$ cat src/logic/iic_bus_pkg.sv
package iic_bus_pkg;

	// one bit per bus line
	typedef struct packed {
		logic sda;
		logic scl;
	} line_t;

	// released bus, both lines pulled up
	localparam line_t LineIdle = '{sda: 1'b1, scl: 1'b1};

	typedef enum logic {
		MonIdle,
		MonBusy
	} mon_state_e;

	// single-cycle pulses from the monitor
	typedef struct packed {
		logic start;
		logic stop;
	} bus_event_t;

endpackage

$ cat src/logic/iic_line_filter.sv
module iic_line_filter #(
	parameter int unsigned FiltCycles = 4
) (
	input  logic               clk_i,
	input  logic               rst_ni,
	input  iic_bus_pkg::line_t line_i,
	output iic_bus_pkg::line_t line_o
);

	localparam int unsigned NumLines = $bits(iic_bus_pkg::line_t);
	localparam int unsigned CntW     = (FiltCycles > 2) ? $clog2(FiltCycles) : 1;
	localparam logic [CntW-1:0] CntMax = CntW'(FiltCycles - 1); // counts from zero

	logic [NumLines-1:0] in_bits;
	logic [NumLines-1:0] out_bits;

	assign in_bits = line_i;

	for (genvar i = 0; i < NumLines; i++) begin : g_line
		logic            prev_q;
		logic [CntW-1:0] cnt_q;
		logic            out_q;

		always_ff @(posedge clk_i or negedge rst_ni) begin
			if (!rst_ni) begin
				prev_q <= 1'b1; // idle bus level
				cnt_q  <= '0;
				out_q  <= 1'b1;
			end else begin
				prev_q <= in_bits[i];
				if (in_bits[i] != prev_q) begin
					cnt_q <= '0; // level moved, start over
				end else if (cnt_q != CntMax) begin
					cnt_q <= cnt_q + 1'b1;
				end
				if (cnt_q == CntMax) out_q <= prev_q;
			end
		end

		assign out_bits[i] = out_q;
	end

	assign line_o = out_bits;

endmodule

$ cat config.mk
export PLATFORM = sky130hd
export DESIGN_NAME = iic_line_filter
export DESIGN_NICKNAME = d
export VERILOG_FILES = /design/src/logic/iic_bus_pkg.sv /design/src/logic/iic_line_filter.sv
export SDC_FILE = /design/constraint.sdc
export NUM_CORES = 1
export LEC_CHECK = 0
export BUFFER_PORTS_ARGS = -buffer_cell sky130_fd_sc_hd__buf_2
export CAP_MARGIN = 5
export CORE_AREA = 2 2 39 41
export DETAILED_ROUTE_END_ITERATION = 7
export DIE_AREA = 0 0 41 43
export GPL_TIMING_DRIVEN = 0
export PLACE_DENSITY = 0.46
export RECOVER_POWER = 50
export SYNTH_ARGS = -nofsm -noshare
export SYNTH_HDL_FRONTEND = slang
export SYNTH_SLANG_ARGS = --single-unit
$ cat constraint.sdc
create_clock -name clk_i -period 1 [get_ports clk_i]
set_clock_uncertainty 0.05 [all_clocks]
set_input_delay 0.2 -clock clk_i [delete_from_list [all_inputs] [get_ports clk_i]]
set_output_delay 0.2 -clock clk_i [all_outputs]
set_load 0.03 [all_outputs]
==> results.py <==
metrics = {
    "placed_design": {
        "place_ws_ns": -0.0248,
        "place_inst": 45,
        "post-dp-hpwl_microns": 376,
        "port_buffers": 5,
        "place_congestion": 0.601,
        "dpl-instance-area_sq_um": 408,
    },
    "floorplanning": {
        "row_count": 14,
        "fp.dieArea_sq_mm": 0.00176,
        "floorplan.initialDensity_pct": 24.4,
        "die_w_microns": 41,
        "core_sq_mm": 0.00138,
        "die_h_microns": 43,
        "ios": 6,
    },
    "route": {
        "vias_per_cell": 4.02,
        "routed_wl_microns": 556,
        "vias": 221,
        "drc": 0,
        "ant_nets": 0,
        "drt-initial-drc-count": 0,
        "wl_per_cell_microns": 10.1,
        "first_pass_iters": 1,
    },
    "synth": {
        "yosysTopAreaCell": "dfstp_2",
        "netlist_area_sq_um": 338,
        "synth_area_leaders": "dfstp_2, dfrtp_1, xor2_1",
        "synthCells": 24,
        "ys_seq_elements": 8,
        "syn_nets": 30,
        "avgSynthCellArea_sq_um": 14.1,
        "yosysWarnings": 0,
        "ys_types": 8,
        "synth_top_area_share_pct": 31.1,
        "ys_seq_area_share_pct": 60.7,
    },
    "cells_and_area": {
        "layout.nets": 46,
        "final_cells": 55,
        "fin_util_pct": 36.8,
        "final_area_sq_um": 509,
        "layout-drive-gt1-share_pct": 51.3,
        "fillCellCount": 141,
        "area_growth_pct": 50.7,
        "antenna_cells": 0,
        "final_cell_mix": "xor2_1, nor2_1, buf_6, dfrtp_1, dfstp_2",
    },
    "global_routing": {
        "antenna_found_initial": 0,
        "grt_overflow_total": 0,
        "grt_pass1_wl_microns": 834,
        "grt_use_total_pct": 8.00,
        "grt_pass1_vias": 235,
        "grt_max_degree": 9,
    },
    "worst_setup_path": {
        "cp_slowest_cell": "dfstp_2",
        "critical_path.startpoint": "g_line[1].out_q",
        "crit_arrival_ns": 0.98,
        "cp_common_cell": "buf_6",
        "cp_num_buf_inv": 2,
        "cpPeakStageDelay_ns": 0.53,
        "critPathTopFamily": "flip-flops",
        "r2r-start": "g_line[0].cnt_q[0]",
        "endpoint_kind": "output port",
        "required_ns": 0.75,
        "crit_chain": "buf_6, buf_6",
        "cp_max_fo": 2,
        "cp-start-kind": "flop",
        "crit_type": "reg -> out",
    },
    "flow_run": {
        "maxCapViolations": 0,
    },
    "clocking": {
        "clock_sinks": 8,
        "numCtsBuffers": 3,
        "h-tree-depth": 1,
        "cts_tree": "done",
        "clock_path_buffers": 2,
        "clkLatencyLatePin_ns": 0.26,
        "clkTransAtPathRegs_ns": 0.06,
        "ctsRootBufferMaster": "clkbuf_4",
    },
    "power": {
        "power.total_mw": 1.51,
        "p_leak_nw": 0.230,
        "peakVddDrop_v": 0.000829,
        "p_per_area_mw_per_mm2": 2960,
    },
    "sta": {
        "whs_ns": 0.183,
        "fin_crit_ns": 1.23,
        "fmax_mhz": 811,
        "timing.final.ws_setup_ns": -0.233,
        "rsz0062_at_grt": "yes",
        "final_max_slew_viol_count": 0,
        "hold_violations": 0,
        "slew_headroom_pct": 71.6,
        "setup_tns_ns": -0.505,
        "period_share_pct": 123,
        "tightest_slew_ns": 0.426,
        "setup-violations-final": 5,
    },
    "outcome": {
        "violations": "setup timing",
        "outcome": "complete, but fails checks",
    },
    "min_path": {
        "hold_class": "in -> reg",
        "hp-start": "line_i[0]",
    },
}
-- kinds of logic (layout without fill, tap and decap cells) --
| group | after synthesis | in the layout | synth area share (%) |
|---|---|---|---|
| flops | 8 | 8 | 60.7 |
| xor+xnor | 4 | 4 | 10.4 |
| mux | 4 | 4 | 12.6 |
| simple gates | 4 | 4 | 4.44 |
| fa+ha+maj | 2 | 2 | 7.41 |
| buf+inv | 2 | 17 | 4.44 |
-- per-layer routing --
metal | global-route usage [%] | part of all wire (%) | wire, microns | vias up
met5 | 0 | 0 | 0 | -
met4 | 8.00 | 0 | 0 | 0
met3 | 4.71 | 6.8 | 38 | 0
met2 | 11.9 | 57 | 316 | 7
met1 | 6.62 | 36 | 200 | 108
li1 | - | - | - | 106
-- cells in the mapped netlist --
library cell,instances
ha_1,2
dfstp_2,4
xor2_1,4
dfrtp_1,4
buf_4,2
mux2i_1,2
mux2_2,2
nor2_1,4
-- repair_timing --
item                       4_1_cts  5_1_grt
pin swaps                        1        1
hold endpoints to repair         8        2
buffers inserted                 3        0
setup endpoints to repair        6        6
hold buffers                     1        2
gates resized for setup          6        1
-- report_power, final --
part | internal (mW) | total (mW) | switching (mW)
logic | 0.407 | 0.666 | 0.259
registers | 0.473 | 0.572 | 0.0984
clock network | 0.153 | 0.268 | 0.115
-- final timing paths --
check                                     end  slack, ns  cells past startpoint
min                        g_line[0].cnt_q[0]       0.18                      3
max reg2reg                   g_line[0].out_q      -0.02                      2
max in group asynchronous    g_line[0].prev_q       0.23                      2
min reg2reg                g_line[0].cnt_q[1]       0.55                      2
min in group asynchronous  g_line[1].cnt_q[1]       0.33                      2
max                                 line_o[1]      -0.23                      2
-- final cells by class --
cell class	instances	area, sq um	share of cell area (%)
Timing Repair Buffer	11	88.8	17.4
Sequential cell	8	205	40.3
Multi-Input combinational cell	14	146	28.7
Tap cell	16	20.0	3.93
Buffer	2	22.5	4.42
Clock buffer	4	26.3	5.16
-- flip-flops by register name, summed over array words and instances, names as in the netlist --
name,flops
g_line.prev_q,2
g_line.cnt_q,4
g_line.out_q,2
-- tightest hold or removal path, cell delays in order --
cell and delay [ns]:
buf_2 0.09, xor2_1 0.07, nor2_1 0.09
(Power assumes the default switching activity.)
