<file path="config.mk">
export PLATFORM = sky130hd
export DESIGN_NAME = iic_bus_monitor
export DESIGN_NICKNAME = d
export VERILOG_FILES = /design/src/logic/iic_bus_pkg.sv /design/src/logic/iic_bus_monitor.sv
export SDC_FILE = /design/constraint.sdc
export NUM_CORES = 1
export LEC_CHECK = 0
export BUFFER_PORTS_ARGS = -buffer_cell sky130_fd_sc_hd__buf_4
export CELL_PAD_IN_SITES_DETAIL_PLACEMENT = 0
export CELL_PAD_IN_SITES_GLOBAL_PLACEMENT = 2
export CORE_AREA = 2 2 39 41
export CTS_CLUSTER_SIZE = 28
export DETAILED_ROUTE_END_ITERATION = 6
export DIE_AREA = 0 0 41 43
export PLACE_DENSITY_LB_ADDON = 0.1
export RECOVER_POWER = 50
export SETUP_SLACK_MARGIN = 0.1
export SLEW_MARGIN = 40
export SYNTH_ARGS = -nofsm -noshare
export SYNTH_HDL_FRONTEND = slang
export SYNTH_SLANG_ARGS = --single-unit
</file>
<file path="constraint.sdc">
create_clock -name clk_i -period 0.9 [get_ports clk_i]
set_input_delay 0.045 -clock clk_i [delete_from_list [all_inputs] [get_ports clk_i]]
set_output_delay 0.045 -clock clk_i [all_outputs]
set_load 0.05 [all_outputs]
</file>
<file path="src/logic/iic_bus_pkg.sv">
package iic_bus_pkg;

	// one bit per bus line
	typedef struct packed {
		logic sda;
		logic scl;
	} line_t;

	// released bus, both lines pulled up
	localparam line_t LineIdle = '{sda: 1'b1, scl: 1'b1};

	typedef enum logic {
		MonIdle,
		MonBusy
	} mon_state_e;

	// single-cycle pulses from the monitor
	typedef struct packed {
		logic start;
		logic stop;
	} bus_event_t;

endpackage

</file>
<file path="src/logic/iic_bus_monitor.sv">
module iic_bus_monitor (
	input  logic                    clk_i,
	input  logic                    rst_ni,
	input  iic_bus_pkg::line_t      line_i,
	output iic_bus_pkg::bus_event_t event_o,
	output logic                    busy_o
);

	iic_bus_pkg::line_t      prev_q;
	iic_bus_pkg::bus_event_t det;
	iic_bus_pkg::bus_event_t event_q;
	iic_bus_pkg::mon_state_e state_q;
	iic_bus_pkg::mon_state_e state_d;

	// sda edge with scl high both before and after
	assign det.start = prev_q.sda & ~line_i.sda & prev_q.scl & line_i.scl;
	assign det.stop  = ~prev_q.sda & line_i.sda & prev_q.scl & line_i.scl;

	always_ff @(posedge clk_i or negedge rst_ni) begin
		if (!rst_ni) begin
			prev_q  <= iic_bus_pkg::LineIdle;
			event_q <= '0;
		end else begin
			prev_q  <= line_i;
			event_q <= det;
		end
	end

	always_comb begin
		state_d = state_q;
		case (state_q)
			iic_bus_pkg::MonIdle: begin
				if (event_q.start) state_d = iic_bus_pkg::MonBusy;
			end
			iic_bus_pkg::MonBusy: begin
				if (event_q.stop) state_d = iic_bus_pkg::MonIdle; // repeated start stays busy
			end
			default: state_d = iic_bus_pkg::MonIdle;
		endcase
	end

	always_ff @(posedge clk_i or negedge rst_ni) begin
		if (!rst_ni) begin
			state_q <= iic_bus_pkg::MonIdle;
		end else begin
			state_q <= state_d;
		end
	end

	assign event_o = event_q;
	assign busy_o  = (state_q == iic_bus_pkg::MonBusy);

endmodule

</file>
==> results summary <==
On the final layout, the worst hold slack is 0.195 ns. The critical path buffer and inverter count came out at 1. The per-cell via count in the routed design came out at 3.13.

After detailed routing, the total wire length is 322 um. The count of inserted antenna diode cells is 0. The number of pins exceeding their max-slew limit in the final report was 0. The biggest area contributor in the post-synthesis netlist is dfrtp_1. The final period utilization came out at between 90 and 100%.

Entering global routing, the biggest net connects 6 pins. The global-route wire length before repair is about 550 um. In this run, the number of DRC markers left after iteration 0 of detailed routing was 0. Walking the worst path, the cells encountered are buf_8. The synthesized netlist devotes 0% of its cell area to XOR and XNOR gates. After synthesis the netlist holds a flip-flop and latch count of 5. Setup repair after global routing could not meet its margin everywhere.

From bottom edge to top edge, the die measures about 43 um. The clock latency reported for the late side of the worst-skew pair came out at about 0.24 ns. The remaining antenna violation count is 0.

The share of post-route cells with drive strength above 1 is about 67%. The area of the mapped netlist is roughly 170 um2. The clock passes through at most 2 buffers.

The delay contributed by the slowest stage of the critical path came out at slightly above 0.4 ns. The power density over cell area is 2060 nW/um2. The number of top-level pins is 7.

The number of antenna violations at the first check in global routing was 0. The number of nets in the layout is 29. The routed layout has ~130 vias. The share of power burned in registers came out at between 40% and 50%. The number of H-tree levels is 1. The sequential standard cell area is 131 um2.

The multiplexer share of the synthesized area came out at between 5 and 6%. The slowest stage of the critical path belongs to the cell dfrtp_2. By startpoint and endpoint, the worst setup path is classified as reg2out. Sorting the synthesized cells by area gives the leading types as dfrtp_1 (43%), dfstp_2 (30%), nor3b_2 (14%).

The switching part of the total power is 25.8%. After technology mapping, the gate count stands at 10. When the netlist entered floorplanning its net count stood at 14. The main combinational cell family by area after synthesis is simple AND/OR/NAND/NOR gates. Summed over all layers, the global routing overflow is 0. Clock skew on the completed layout was measured at roughly 0.00031 ns. Leaving out fill and tap cells, the most frequent cells in the layout are dfrtp_2 (3), clkbuf_4 (3), clkbuf_1 (3), dlygate4sd3_1 (3). The count of cell types in the netlist came out at 6.

The leakage dissipation is approximately 0.13 nW. The cell family contributing the most delay on the critical path is flip-flops. The worst voltage drop across the vdd grid is 0.00104 V. The internal power is approximately 480 uW.

The mean area per synthesized cell is between 15 and 20 um2. Clock tree synthesis found a total of 5 sinks. The Yosys step of the flow raised 0 warnings. The post-synthesis adder-cell area fraction is 0%. The number of global-route vias before repair was 141. The hold violation total from the final report came to 0. The initial utilization of the core area, before any placement, comes to around an eighth. The cell sitting at the root of the clock tree is a clkbuf_4. The run finished with clean final reports. The endpoint class of the critical path is an output pin.

The area of the core is around 1400 um2. The area taken by multi-input logic gates is ~41 um2. The share of synthesized area occupied by flip-flops and latches is roughly 74%. The slack of the worst reg-to-reg path came out at ~0.080 ns. The worst min-delay path category is in2async. The share of the synthesized area in compound gates (AO/OA/AOI/OAI) is 0%.

The length of the first detailed-routing pass in iterations is 1. The die is between 40 and 50 um wide. The die area is between 1500 and 2000 um2. The data required time of the critical path is roughly 0.85 ns.

The share of synthesized cell area in and, or, nand and nor gates came out at 18.1%. The tool flagged a number of max-cap violations equal to 0. The share of synthesized area in the top cell type comes to 43.5%. The clock tree from TritonCTS is built. In the global route stage, overall resource usage came out at approximately 5.3%.

The maximum frequency from static timing analysis came out at between 1000 and 1500 MHz. The wire length per cell is ~8 um. The number of design rule violations left after detail routing is 0. For the final routed database, the setup TNS stands at 0 ns. The number of buffer cells added on primary ports is 6.

The number of clock buffers added by TritonCTS is 3. The critical-path maximum fanout is 2. The number of failing setup endpoints in the final timing report came out at 0.

The relative slew slack came out at approximately four fifths. The arrival time of data at the critical path endpoint is 0.80 ns. The standard-cell row count is 14. The switching power came out at approximately 170 uW. The worst path in the final design needs a cycle of 0.840 ns, including I/O delays and setup. At the end of routability-driven placement, the weighted congestion stood at approximately 0.65. The layout has approximately 140 filler cells. The relative contribution of combinational cells to total power came out at 19.7%.

The relative contribution of the clock network to total power is between 40% and 50%. For the pin with the worst max-slew slack, the measured transition is about 0.30 ns. The kind of start point of the critical path is a flip-flop. The clock transition at the register clock pins on the worst setup and hold paths after CTS came out at about 0.040 ns.

The area growth from synthesis to final layout is 81.2%.
==> logic make-up (layout without fill, tap and decap cells) <==
group                  count (synthesis)  after routing
buffers and inverters                  1             15
flip-flops                             5              5
multiplexers                           1              1
AND/OR/NAND/NOR                        3              3
==> cell usage after synthesis <==
cell,count
dfrtp_1,3
dfstp_2,2
nor3b_2,2
inv_1,1
mux2i_1,1
nand2_2,1
==> power by group through the flow <==
stage,Sequential [mW],Combinational [mW],Clock [mW]
finish,0.259,0.127,0.258
global route,0.261,0.134,0.293
CTS,0.259,0.133,0.274
detailed placement,0.260,0.0941,0
global placement,0.259,0.0936,0
floorplan,0.301,0.0143,0
==> routing by layer <==
metal	global-route usage (%)	up-vias	wire length, um
li1	-	59	-
met1	5.23	59	139
met2	6.88	7	148
met3	6.28	0	34
met4	2.00	0	0
met5	0	-	0
==> flip-flops by register name, indices dropped and copies added (netlist names) <==
register,cells
busy_o,1
event_o,2
prev_q,2
==> area by class of cell <==
| class | count | area share (%) |
|---|---|---|
| Clock buffer | 4 | 8.40 |
| Inverter | 1 | 1.20 |
| Multi-Input combinational cell | 4 | 13.2 |
| Sequential cell | 5 | 42.0 |
| Tap cell | 16 | 6.40 |
| Timing Repair Buffer | 10 | 28.8 |
==> per-stage QoR <==
stage               worst slack (ns)  cell area, um2  util, %  std cells  power [mW]
floorplan                      0.107             176        -         10       0.315
global placement              0.0468             241     17.5         32       0.353
detailed placement            0.0424             241     17.5         32       0.354
CTS                           0.0434             320     23.1         40       0.666
global route                  0.0243             313     22.6         40       0.688
finish                        0.0596             313     22.6         40       0.644
==> worst reg2reg max path, delay by kind of cell, from the launching register on <==
family           cells  cell delay, ns
and+or+nand+nor      2            0.22
DFF                  1            0.52
==> worst paths after layout <==
| check | startpoint | end | depth (start not counted) |
|---|---|---|---|
| worst min register to register | event_o[0] | busy_o | 1 |
| min in group clk_i | event_o[0] | busy_o | 1 |
| max in group asynchronous | rst_ni | prev_q[0] | 2 |
| worst max-delay path | busy_o | busy_o | 1 |
| worst max register to register | prev_q[0] | event_o[0] | 2 |
| worst min-delay path | rst_ni | event_o[1] | 2 |
==> timing repair <==
item,CTS,global route
hold buffers,3,0
resized for setup,4,0
pin swaps,2,0
setup endpoints to repair,5,5
setup buffers,1,0
hold endpoints to repair,8,0
Note: power is estimated with default switching activity, not from simulation.
