**src/logic/iic_reg_pkg.sv**
```systemverilog
package iic_reg_pkg;

	localparam int unsigned RegAddrW = 4; // byte address of a register
	localparam int unsigned RegDataW = 8; // register data word

	typedef logic [RegAddrW-1:0] reg_addr_t;
	typedef logic [RegDataW-1:0] reg_data_t;

	localparam reg_addr_t SdaCtrlAddr = 4'h0; // bit0 value, bit1 enable
	localparam reg_addr_t SclCtrlAddr = 4'h4; // same layout as sda
	localparam reg_addr_t StatusAddr  = 4'h8; // read only
	localparam reg_addr_t EventAddr   = 4'hc; // write one to clear

	localparam int unsigned CtrlValBit  = 0;
	localparam int unsigned CtrlEnBit   = 1;
	localparam int unsigned StatSdaBit  = 0;
	localparam int unsigned StatSclBit  = 1;
	localparam int unsigned StatBusyBit = 2;
	localparam int unsigned EvStartBit  = 0;
	localparam int unsigned EvStopBit   = 1;

	// one pin's control field as seen by the pad logic
	typedef struct packed {
		logic val; // output value
		logic en;  // output enable
		logic qe;  // one-cycle update strobe
	} pin_ctrl_t;

	typedef struct packed {
		pin_ctrl_t sda;
		pin_ctrl_t scl;
	} reg2hw_t;

endpackage

```
**src/logic/iic_bus_pkg.sv**
```systemverilog
package iic_bus_pkg;

	// one bit per bus line
	typedef struct packed {
		logic sda;
		logic scl;
	} line_t;

	// released bus, both lines pulled up
	localparam line_t LineIdle = '{sda: 1'b1, scl: 1'b1};

	typedef enum logic {
		MonIdle,
		MonBusy
	} mon_state_e;

	// single-cycle pulses from the monitor
	typedef struct packed {
		logic start;
		logic stop;
	} bus_event_t;

endpackage

```
**src/logic/iic_reg_block.sv**
```systemverilog
module iic_reg_block (
	input  logic                    clk_i,
	input  logic                    rst_ni,
	input  logic                    reg_we_i,
	input  logic                    reg_re_i,
	input  iic_reg_pkg::reg_addr_t  reg_addr_i,
	input  iic_reg_pkg::reg_data_t  reg_wdata_i,
	output iic_reg_pkg::reg_data_t  reg_rdata_o,
	output logic                    reg_err_o,
	output iic_reg_pkg::reg2hw_t    reg2hw_o,
	input  iic_bus_pkg::line_t      pin_en_i,
	input  iic_bus_pkg::line_t      line_i,
	input  iic_bus_pkg::bus_event_t event_i,
	input  logic                    busy_i
);

	logic sda_hit;
	logic scl_hit;
	logic status_hit;
	logic event_hit;
	logic rd_err;
	logic wr_err;
	logic ev_clr; // write-one-to-clear access

	iic_reg_pkg::reg2hw_t    ctrl_q;
	iic_bus_pkg::line_t      sample_q;
	iic_bus_pkg::bus_event_t sticky_q;
	iic_reg_pkg::reg_data_t  rdata_d;
	iic_reg_pkg::reg_data_t  rdata_q;
	logic                    err_q;

	assign sda_hit    = (reg_addr_i == iic_reg_pkg::SdaCtrlAddr);
	assign scl_hit    = (reg_addr_i == iic_reg_pkg::SclCtrlAddr);
	assign status_hit = (reg_addr_i == iic_reg_pkg::StatusAddr);
	assign event_hit  = (reg_addr_i == iic_reg_pkg::EventAddr);

	assign rd_err = ~(sda_hit | scl_hit | status_hit | event_hit);
	assign wr_err = ~(sda_hit | scl_hit | event_hit); // status is read only
	assign ev_clr = reg_we_i & event_hit;

	always_ff @(posedge clk_i or negedge rst_ni) begin
		if (!rst_ni) begin
			ctrl_q <= '0;
		end else begin
			ctrl_q.sda.qe <= reg_we_i & sda_hit; // pad loads one cycle later
			ctrl_q.scl.qe <= reg_we_i & scl_hit;
			if (reg_we_i && sda_hit) begin
				ctrl_q.sda.val <= reg_wdata_i[iic_reg_pkg::CtrlValBit];
				ctrl_q.sda.en  <= reg_wdata_i[iic_reg_pkg::CtrlEnBit];
			end
			if (reg_we_i && scl_hit) begin
				ctrl_q.scl.val <= reg_wdata_i[iic_reg_pkg::CtrlValBit];
				ctrl_q.scl.en  <= reg_wdata_i[iic_reg_pkg::CtrlEnBit];
			end
		end
	end

	assign reg2hw_o = ctrl_q;

	// a driven pin keeps its last released sample
	always_ff @(posedge clk_i or negedge rst_ni) begin
		if (!rst_ni) begin
			sample_q <= '0;
		end else begin
			if (!pin_en_i.sda) sample_q.sda <= line_i.sda;
			if (!pin_en_i.scl) sample_q.scl <= line_i.scl;
		end
	end

	always_ff @(posedge clk_i or negedge rst_ni) begin
		if (!rst_ni) begin
			sticky_q <= '0;
		end else begin
			// a new event beats a clear in the same cycle
			sticky_q.start <= event_i.start |
				(sticky_q.start & ~(ev_clr & reg_wdata_i[iic_reg_pkg::EvStartBit]));
			sticky_q.stop  <= event_i.stop |
				(sticky_q.stop & ~(ev_clr & reg_wdata_i[iic_reg_pkg::EvStopBit]));
		end
	end

	always_comb begin
		rdata_d = '0; // also the value for unmapped reads
		if (sda_hit) begin
			rdata_d[iic_reg_pkg::CtrlValBit] = ctrl_q.sda.val;
			rdata_d[iic_reg_pkg::CtrlEnBit]  = ctrl_q.sda.en;
		end else if (scl_hit) begin
			rdata_d[iic_reg_pkg::CtrlValBit] = ctrl_q.scl.val;
			rdata_d[iic_reg_pkg::CtrlEnBit]  = ctrl_q.scl.en;
		end else if (status_hit) begin
			rdata_d[iic_reg_pkg::StatSdaBit]  = sample_q.sda;
			rdata_d[iic_reg_pkg::StatSclBit]  = sample_q.scl;
			rdata_d[iic_reg_pkg::StatBusyBit] = busy_i;
		end else if (event_hit) begin
			rdata_d[iic_reg_pkg::EvStartBit] = sticky_q.start;
			rdata_d[iic_reg_pkg::EvStopBit]  = sticky_q.stop;
		end
	end

	always_ff @(posedge clk_i or negedge rst_ni) begin
		if (!rst_ni) begin
			rdata_q <= '0;
			err_q   <= 1'b0;
		end else if (reg_re_i) begin
			rdata_q <= rdata_d;
			err_q   <= rd_err;
		end else if (reg_we_i) begin
			err_q <= wr_err; // read data holds
		end
	end

	assign reg_rdata_o = rdata_q;
	assign reg_err_o   = err_q;

endmodule

```
**config.mk**
```make
export PLATFORM = sky130hd
export DESIGN_NAME = iic_reg_block
export DESIGN_NICKNAME = d
export VERILOG_FILES = /design/src/logic/iic_reg_pkg.sv /design/src/logic/iic_bus_pkg.sv /design/src/logic/iic_reg_block.sv
export SDC_FILE = /design/constraint.sdc
export NUM_CORES = 1
export LEC_CHECK = 0
export BUFFER_PORTS_ARGS = -buffer_cell sky130_fd_sc_hd__buf_2
export CAP_MARGIN = 15
export CORE_MARGIN = 3
export CORE_UTILIZATION = 45
export CTS_CLUSTER_SIZE = 28
export DETAILED_ROUTE_END_ITERATION = 16
export GPL_TIMING_DRIVEN = 0
export HOLD_SLACK_MARGIN = 0.03
export PLACE_DENSITY = 0.82
export SLEW_MARGIN = 30
export SYNTH_ARGS = -nofsm -noshare
export SYNTH_HDL_FRONTEND = slang
export SYNTH_SLANG_ARGS = --single-unit
```
**constraint.sdc**
```tcl
create_clock -name clk_i -period 2.5 [get_ports clk_i]
set_clock_uncertainty 0.15 [all_clocks]
set_input_delay 0.125 -clock clk_i [delete_from_list [all_inputs] [get_ports clk_i]]
set_output_delay 0.125 -clock clk_i [all_outputs]
set_load 0.03 [all_outputs]
```
==> results of run 1 <==
-- stage by stage --
| step | instance area [µm²] | util [%] |
|---|---|---|
| final | 968 | 71.7 |
| after global routing | 968 | 71.7 |
| after CTS | 968 | 71.7 |
| after detailed placement | 826 | 61.2 |
| after global placement | 826 | 61.2 |
| after floorplan | 682 | - |
-- final cells by class --
class / instances / area (µm²) / share of cell area, %
tap: 15 / 18.8 / 1.94
buffer: 7 / 46.3 / 4.78
inverter: 3 / 11.3 / 1.16
clock buffer: 3 / 22.5 / 2.33
timing repair buffer: 37 / 245 / 25.3
multi-input combinational: 38 / 274 / 28.3
sequential: 14 / 350 / 36.2
-- what timing repair did --
action / 4_1_cts / 5_1_grt
setup buffers: 0 / 0
hold buffers: 12 / 0
hold endpoints to repair: 24 / 0
-- path summary, 6_finish.rpt --
path                       slack (ps)  cells past startpoint     startpoint             end
min in group asynchronous         120                      2         rst_ni  reg_rdata_o[2]
hold / removal                     80                      4  reg_addr_i[0]     reg2hw_o[3]
setup / recovery                  920                      4      line_i[0]     sample_q[0]
hold reg to reg                   340                      1    sticky_q[1]     sticky_q[1]
max in group asynchronous        1840                      2         rst_ni     sample_q[1]
setup reg to reg                 1040                      2    sample_q[0]     sample_q[0]
-- cells in the final DEF (no fill, tap or decap), drive strengths merged, types with 3 or more instances in the layout --
cell / synthesis / final
a21o: 3 / 3
a21oi: 3 / 3
buf: 6 / 31
clkbuf: 1 / 4
conb: 1 / 5
dfrtp: 14 / 14
dlygate4sd3: 0 / 12
inv: 3 / 3
mux2: 6 / 6
nand2: 3 / 3
-- flip-flops by register name, summed over array words and instances (netlist names) --
signal,count
sticky_q,2
reg_err_o,1
sample_q,2
reg_rdata_o,3
reg2hw_o,6
-- logic make-up (layout without fill, tap and decap cells) --
logic type / count (synthesis) / after routing / synth area share (%)
DFF: 14 / 14 / 52.5
and+or+nand+nor: 14 / 14 / 15.8
AOI/OAI and AO/OA: 13 / 13 / 12.4
buffers and inverters: 10 / 50 / 8.63
muxes: 6 / 6 / 10.1
other: 1 / 5 / 0.562
-- metal layers --
layer | wire length, µm | GRT usage (%) | vias up
met2 | 812 | 33.5 | 36
met1 | 608 | 19.3 | 273
met3 | 118 | 3.66 | 4
met4 | 27 | 9.04 | 0
met5 | 0 | 0 | -
li1 | - | - | 286
-- power by group through the flow --
| stage | combinational [µW] | sequential, µW | clock, µW |
|---|---|---|---|
| 2_1_floorplan | 48.0 | 307 | 0 |
| 3_3_place_gp | 134 | 267 | 0 |
| 3_5_place_dp | 138 | 269 | 0 |
| 4_1_cts | 155 | 264 | 124 |
| 5_1_grt | 164 | 267 | 137 |
| 6_report | 155 | 265 | 119 |
-- worst min-delay path, stage by stage --
cell and delay (ps):
buf_2 130, nor4_4 60, nand2_2 90, inv_1 50
==> results by group, run 1 <==
Logic synthesis
  • Post-synthesis sequential area ratio: 52.5%
  • Post-synth top flop: dfrtp_1
  • Top cells by area, synth: dfrtp_1 53%, mux2_1 6.8%, buf_4 5.6%, a21o_1 3.4%, mux2_2 3.4%
  • Number of synthesized register bits: 14
  • Cell Area, Synth: 667 µm²
  • Top post-synthesis cells by count: 14 x dfrtp_1, 5 x buf_4, 4 x mux2_1
  • Ys async rst share: 100%
  • Mapped Cells: 58
  • Area share of the largest cell type after synthesis: 52.5%
  • EDFF count, synth: 0
  • Top-count cell post-synth: dfrtp_1
  • Warnings from Yosys: 0
  • Area leader, netlist: dfrtp_1
  • Post-Syn Area per Cell: 11.5 µm²
  • Synth cell types: 24

Clock tree
  • Clock tree from TritonCTS: done
  • Clk root buf: clkbuf_4
  • Clk buf depth: 2
  • H-tree depth: 1
  • CTS Buf Count: 3
  • Clk Latency, worst-skew pair: 270 ps
  • Resize count post-CTS: 0
  • Clock Sinks: 14
  • Clk slew on worst S/H paths: 70 ps

Worst setup path
  • Critical path class: primary input to flip-flop
  • CP peak stage delay: 550 ps
  • Most frequent CP cell: dlygate4sd3_1
  • CP cell instances: dlygate4sd3_1 -> buf_2 -> mux2_2 -> dlygate4sd3_1
  • Critical path buffer and inverter count: 3
  • Startpoint types: primary input
  • Slowest stage cell, crit path: dlygate4sd3_1
  • Worst Path Max Fanout: 1
  • Worst path top cell family by delay: buffers and inverters
  • Worst endpoint required time: 2500 ps
  • Crit path DAT: 1580 ps
  • Crit path capture type: flip-flop

GRT
  • GR Util All Layers: 18.3%
  • Number of global-route vias before repair: 619
  • Largest net degree at the start of global routing: 15
  • Initial antenna violation count: 0
  • Global-route wire length before repair: 2.62 mm
  • Overflow after GRT: 0

Detailed routing
  • Vias per Instance: 5.12
  • Final wirelength: 1.57 mm
  • Iteration-0 DRC Markers: 18
  • Antenna Nets Post-Route: 0
  • Routed vias: 599
  • Wire per inst: 13.4 µm
  • First-pass DRT Iterations: 4
  • DRC: 0

Placement
  • DP Wirelength: 1.10 mm
  • Number of port buffers: 25
  • Dpl cells: 102
  • GPL Wtd Cong: 0.746
  • Post-Place Worst Slack: 1160 ps

Job
  • Max Cap Viol: 0

Floorplanning
  • Initial core utilization: 49.4%
  • Top Ports: 38
  • DIE WIDTH: 44.5 µm
  • Core box area: 0.00135 mm²
  • Die area: 0.00198 mm²
  • Die H: 44.5 µm
  • Row cnt: 13

Pwr
  • LEAKAGE: 0.000481 µW
  • Worst ir drop on vdd: 0.327 mV
  • Clock network power share: 22.1%
  • Int Power: 368 µW
  • Sw Share: 31.7%
  • Combinational share of power: 28.7%
  • Pwr dens: 556 mW/mm²
  • Sequential share of power: 49.2%
  • NetSw: 171 µW
  • Pwr Total: 538 µW

Final layout
  • Synthesis-to-finish area growth: 45.2%
  • Filler Cell Count: 107
  • Fin cells: 117
  • Share of cells above drive strength 1: 38.2%
  • Post-layout nets: 127
  • ANT cells: 0

STA
  • Setup Viol. Count Final: 0
  • Slew Limit Fails: 0
  • Fin crit share: 63.0%
  • Setup_tns: 0 ps
  • Fmax: 635 MHz
  • RSZ-0062 raised after global routing: false
  • Final hold vios: 0
  • Final Critical Period: 1580 ps
  • Final worst setup slack: 924 ps
  • Fin Hold WS: 76.2 ps

Outcome
  • Outcome: finished clean

Min path
  • Worst hold path type: primary input to flip-flop
No activity file was read; power rests on OpenSTA's default activity.
==> inputs of run 2 (changes only) <==
--- a/config.mk
+++ b/config.mk
@@ -8,12 +8,12 @@
 export BUFFER_PORTS_ARGS = -buffer_cell sky130_fd_sc_hd__buf_2
 export CAP_MARGIN = 15
 export CORE_MARGIN = 3
-export CORE_UTILIZATION = 45
+export CORE_UTILIZATION = 41
 export CTS_CLUSTER_SIZE = 28
 export DETAILED_ROUTE_END_ITERATION = 16
 export GPL_TIMING_DRIVEN = 0
 export HOLD_SLACK_MARGIN = 0.03
-export PLACE_DENSITY = 0.82
+export PLACE_DENSITY = 0.75
 export SLEW_MARGIN = 30
 export SYNTH_ARGS = -nofsm -noshare
 export SYNTH_HDL_FRONTEND = slang
==> constraint.sdc (replaced) <==
create_clock -name clk_i -period 1.6 [get_ports clk_i]
set_clock_uncertainty 0.15 [all_clocks]
set_input_delay 0.08 -clock clk_i [delete_from_list [all_inputs] [get_ports clk_i]]
set_output_delay 0.08 -clock clk_i [all_outputs]
set_load 0.03 [all_outputs]
==> run 2 against run 1 <==
Compared with the run above: setup slack worse by 880 ps; highest routed layer is now met3; die area is 8.4% higher; design area is 3.2% higher; critical path type unchanged; utilization is 1.1 points lower; register-to-register slack worse by 910 ps; sequential power is 56% higher; worst hold slack worse by 22 ps; sequential cell count stayed put.
==> results by group, run 2 (synthesis gave the netlist of run 1 again) <==
Outcome
  • Outcome: finished clean

Pwr
  • LEAKAGE: 0.000493 µW (+2.5%)
  • Pwr dens: 845 mW/mm² (+52%)
  • Worst ir drop on vdd: 0.527 mV (+61%)

Final layout
  • Largest register FFs: 6 (unchanged)
  • ANT cells: 0 (unchanged)
  • Reg area: 350 µm² (unchanged)
  • Most common cell after layout, fill and taps aside: buf_2
  • Multi-input gate area: 274 µm² (unchanged)
  • Post-layout nets: 129 (+1.6%)
  • Cell area after layout: 1000 µm² (+3.2%)
  • Filler Cell Count: 124 (+16%)
  • Commonest cells after routing, fill and taps aside: 24 x buf_2, 14 x dfrtp_1, 13 x dlygate4sd3_1
  • Share of cells above drive strength 1: 37.5% (-0.74 points)
  • Synthesis-to-finish area growth: 49.9%

Floorplanning
  • Die H: 46.3 µm (+4.1%)
  • Initial core utilization: 47.1% (-2.3 points)
  • Core box area: 0.00142 mm² (+4.8%)
  • Row cnt: 13 (unchanged)
  • Die area: 0.00215 mm² (+8.4%)
  • DIE WIDTH: 46.3 µm (+4.1%)
  • Top Ports: 38 (unchanged)

Detailed routing
  • Routed vias: 586 (-2.2%)
  • Iteration-0 DRC Markers: 3 (-15)
  • Antenna Nets Post-Route: 0 (unchanged)
  • First-pass DRT Iterations: 4 (unchanged)
  • Wire per inst: 13.1 µm (-2.3%)
  • Vias per Instance: 4.92 (-3.8%)
  • Final wirelength: 1.56 mm (-0.64%)
  • DRC: 0 (unchanged)

Worst setup path
  • Critical path class: primary input to flip-flop
  • Worst path top cell family by delay: buffers and inverters
  • Worst Path Max Fanout: 3 (+2)
  • Critical Path Stages: 5 (+1)
  • Most frequent CP cell: dlygate4sd3_1
  • Startpoint types: primary input
  • Worst reg2reg path depth: 2 (unchanged)
  • Reg-to-reg slack, setup: 130 ps (-910 ps)
  • Slowest stage cell, crit path: dlygate4sd3_1
  • CP cell instances: dlygate4sd3_1 -> buf_2 -> nand4_1 -> a21o_1 -> dlygate4sd3_1
  • Crit path capture type: flip-flop
  • Critical path buffer and inverter count: 3 (unchanged)
  • Worst endpoint required time: 1600 ps (-900 ps)
  • Crit path DAT: 1560 ps (-20 ps)
  • CP peak stage delay: 550 ps (about the same)

Clock tree
  • Clk buf depth: 2 (unchanged)
  • Clk root buf: clkbuf_4
  • Clock tree from TritonCTS: done
  • Clk Latency, worst-skew pair: 260 ps (about the same)
  • H-tree depth: 1 (unchanged)
  • Clk slew on worst S/H paths: 80 ps (about the same)
  • Clock Sinks: 14 (unchanged)
  • CTS Buf Count: 3 (unchanged)

STA
  • Setup Viol. Count Final: 0 (unchanged)
  • Final hold vios: 0 (unchanged)
  • Setup_tns: 0 ps (unchanged)
  • RSZ-0062 raised after global routing: false
  • Fin crit share: 97.3%
  • Fmax: 643 MHz
  • Final Critical Period: 1560 ps
  • Slew Limit Fails: 0 (unchanged)

Placement
  • DP Wirelength: 1.06 mm (-3.6%)
  • Placed Area: 826 µm² (unchanged)
  • GPL Wtd Cong: 0.745 (-0.24%)
  • Number of port buffers: 25 (unchanged)

GRT
  • Global-route wire length before repair: 2.39 mm (-8.7%)
  • Number of global-route vias before repair: 573 (-7.4%)
  • Overflow after GRT: 0 (unchanged)
  • GR Util All Layers: 15.6% (-2.7 points)
  • Largest net degree at the start of global routing: 15 (unchanged)
  • Initial antenna violation count: 0 (unchanged)

Min path
  • Hold path depth: 3 (-1)
  • Worst hold path type: primary input to flip-flop

Job
  • Max Cap Viol: 0 (unchanged)
[run 2: changes by cell type in the layout (fill, tap and decap cells not counted)]
cell,change
dlygate4sd3_1,+1
dlymetal6s4s_1,+1
buf_4,+1
buf_2,-2
buf_6,+1
[run 2: layer usage]
metal | global-route usage (%) | wire length, µm
met1 | 17.3 | 658
met2 | 28.8 | 813
met3 | 3.52 | 85
met4 | 4.55 | 0
met5 | 0 | 0
[run 2: final timing paths]
| kind | endpoint | from |
|---|---|---|
| min reg2reg | reg_rdata_o[2] | reg_rdata_o[2] |
| min | reg_rdata_o[1] | reg_addr_i[3] |
| max in group asynchronous | reg2hw_o[0] | rst_ni |
| max reg2reg | sample_q[1] | sample_q[1] |
| max | sticky_q[0] | reg_wdata_i[1] |
| min in group asynchronous | reg_rdata_o[2] | rst_ni |
[run 2: metrics by stage]
stage | utilization (%) | std cells | hold slack [ps] | total power (µW) | setup WS (ps)
after global routing | 70.6 | 119 | 57.0 | 886 | 33.3
after CTS | 69.8 | 119 | 44.7 | 845 | 16.6
after floorplan | - | 62 | -366 | 555 | 479
after global placement | 58.4 | 102 | -165 | 628 | 327
after detailed placement | 58.4 | 102 | -164 | 634 | 296
final | 70.6 | 119 | 54.1 | 845 | 43.7
[run 2: report_power, final]
part           total [µW]  internal (µW)  switching (µW)
combinational         243           99.7             144
sequential            414            390            23.7
clock                 188           86.9             101
total                 845            577             268
[run 2: area by class of cell]
| cell class | count | area share, % |
|---|---|---|
| Buffer | 7 | 4.63 |
| Clock buffer | 3 | 2.25 |
| Inverter | 3 | 1.13 |
| Multi-Input combinational cell | 38 | 27.4 |
| Sequential cell | 14 | 35.0 |
| Tap cell | 15 | 1.88 |
| Timing Repair Buffer | 39 | 27.7 |
[run 2: timing repair]
action	in CTS	in global routing
endpoints found under the setup margin	0	2
resized for setup	0	3
buffers inserted	0	1
endpoints found under the hold margin	25	0
hold buffers	14	0
[run 2: tightest hold or removal path, stage by stage]
cell     delay (ps)
buf_2           150
a21oi_1         120
o31ai_1          80
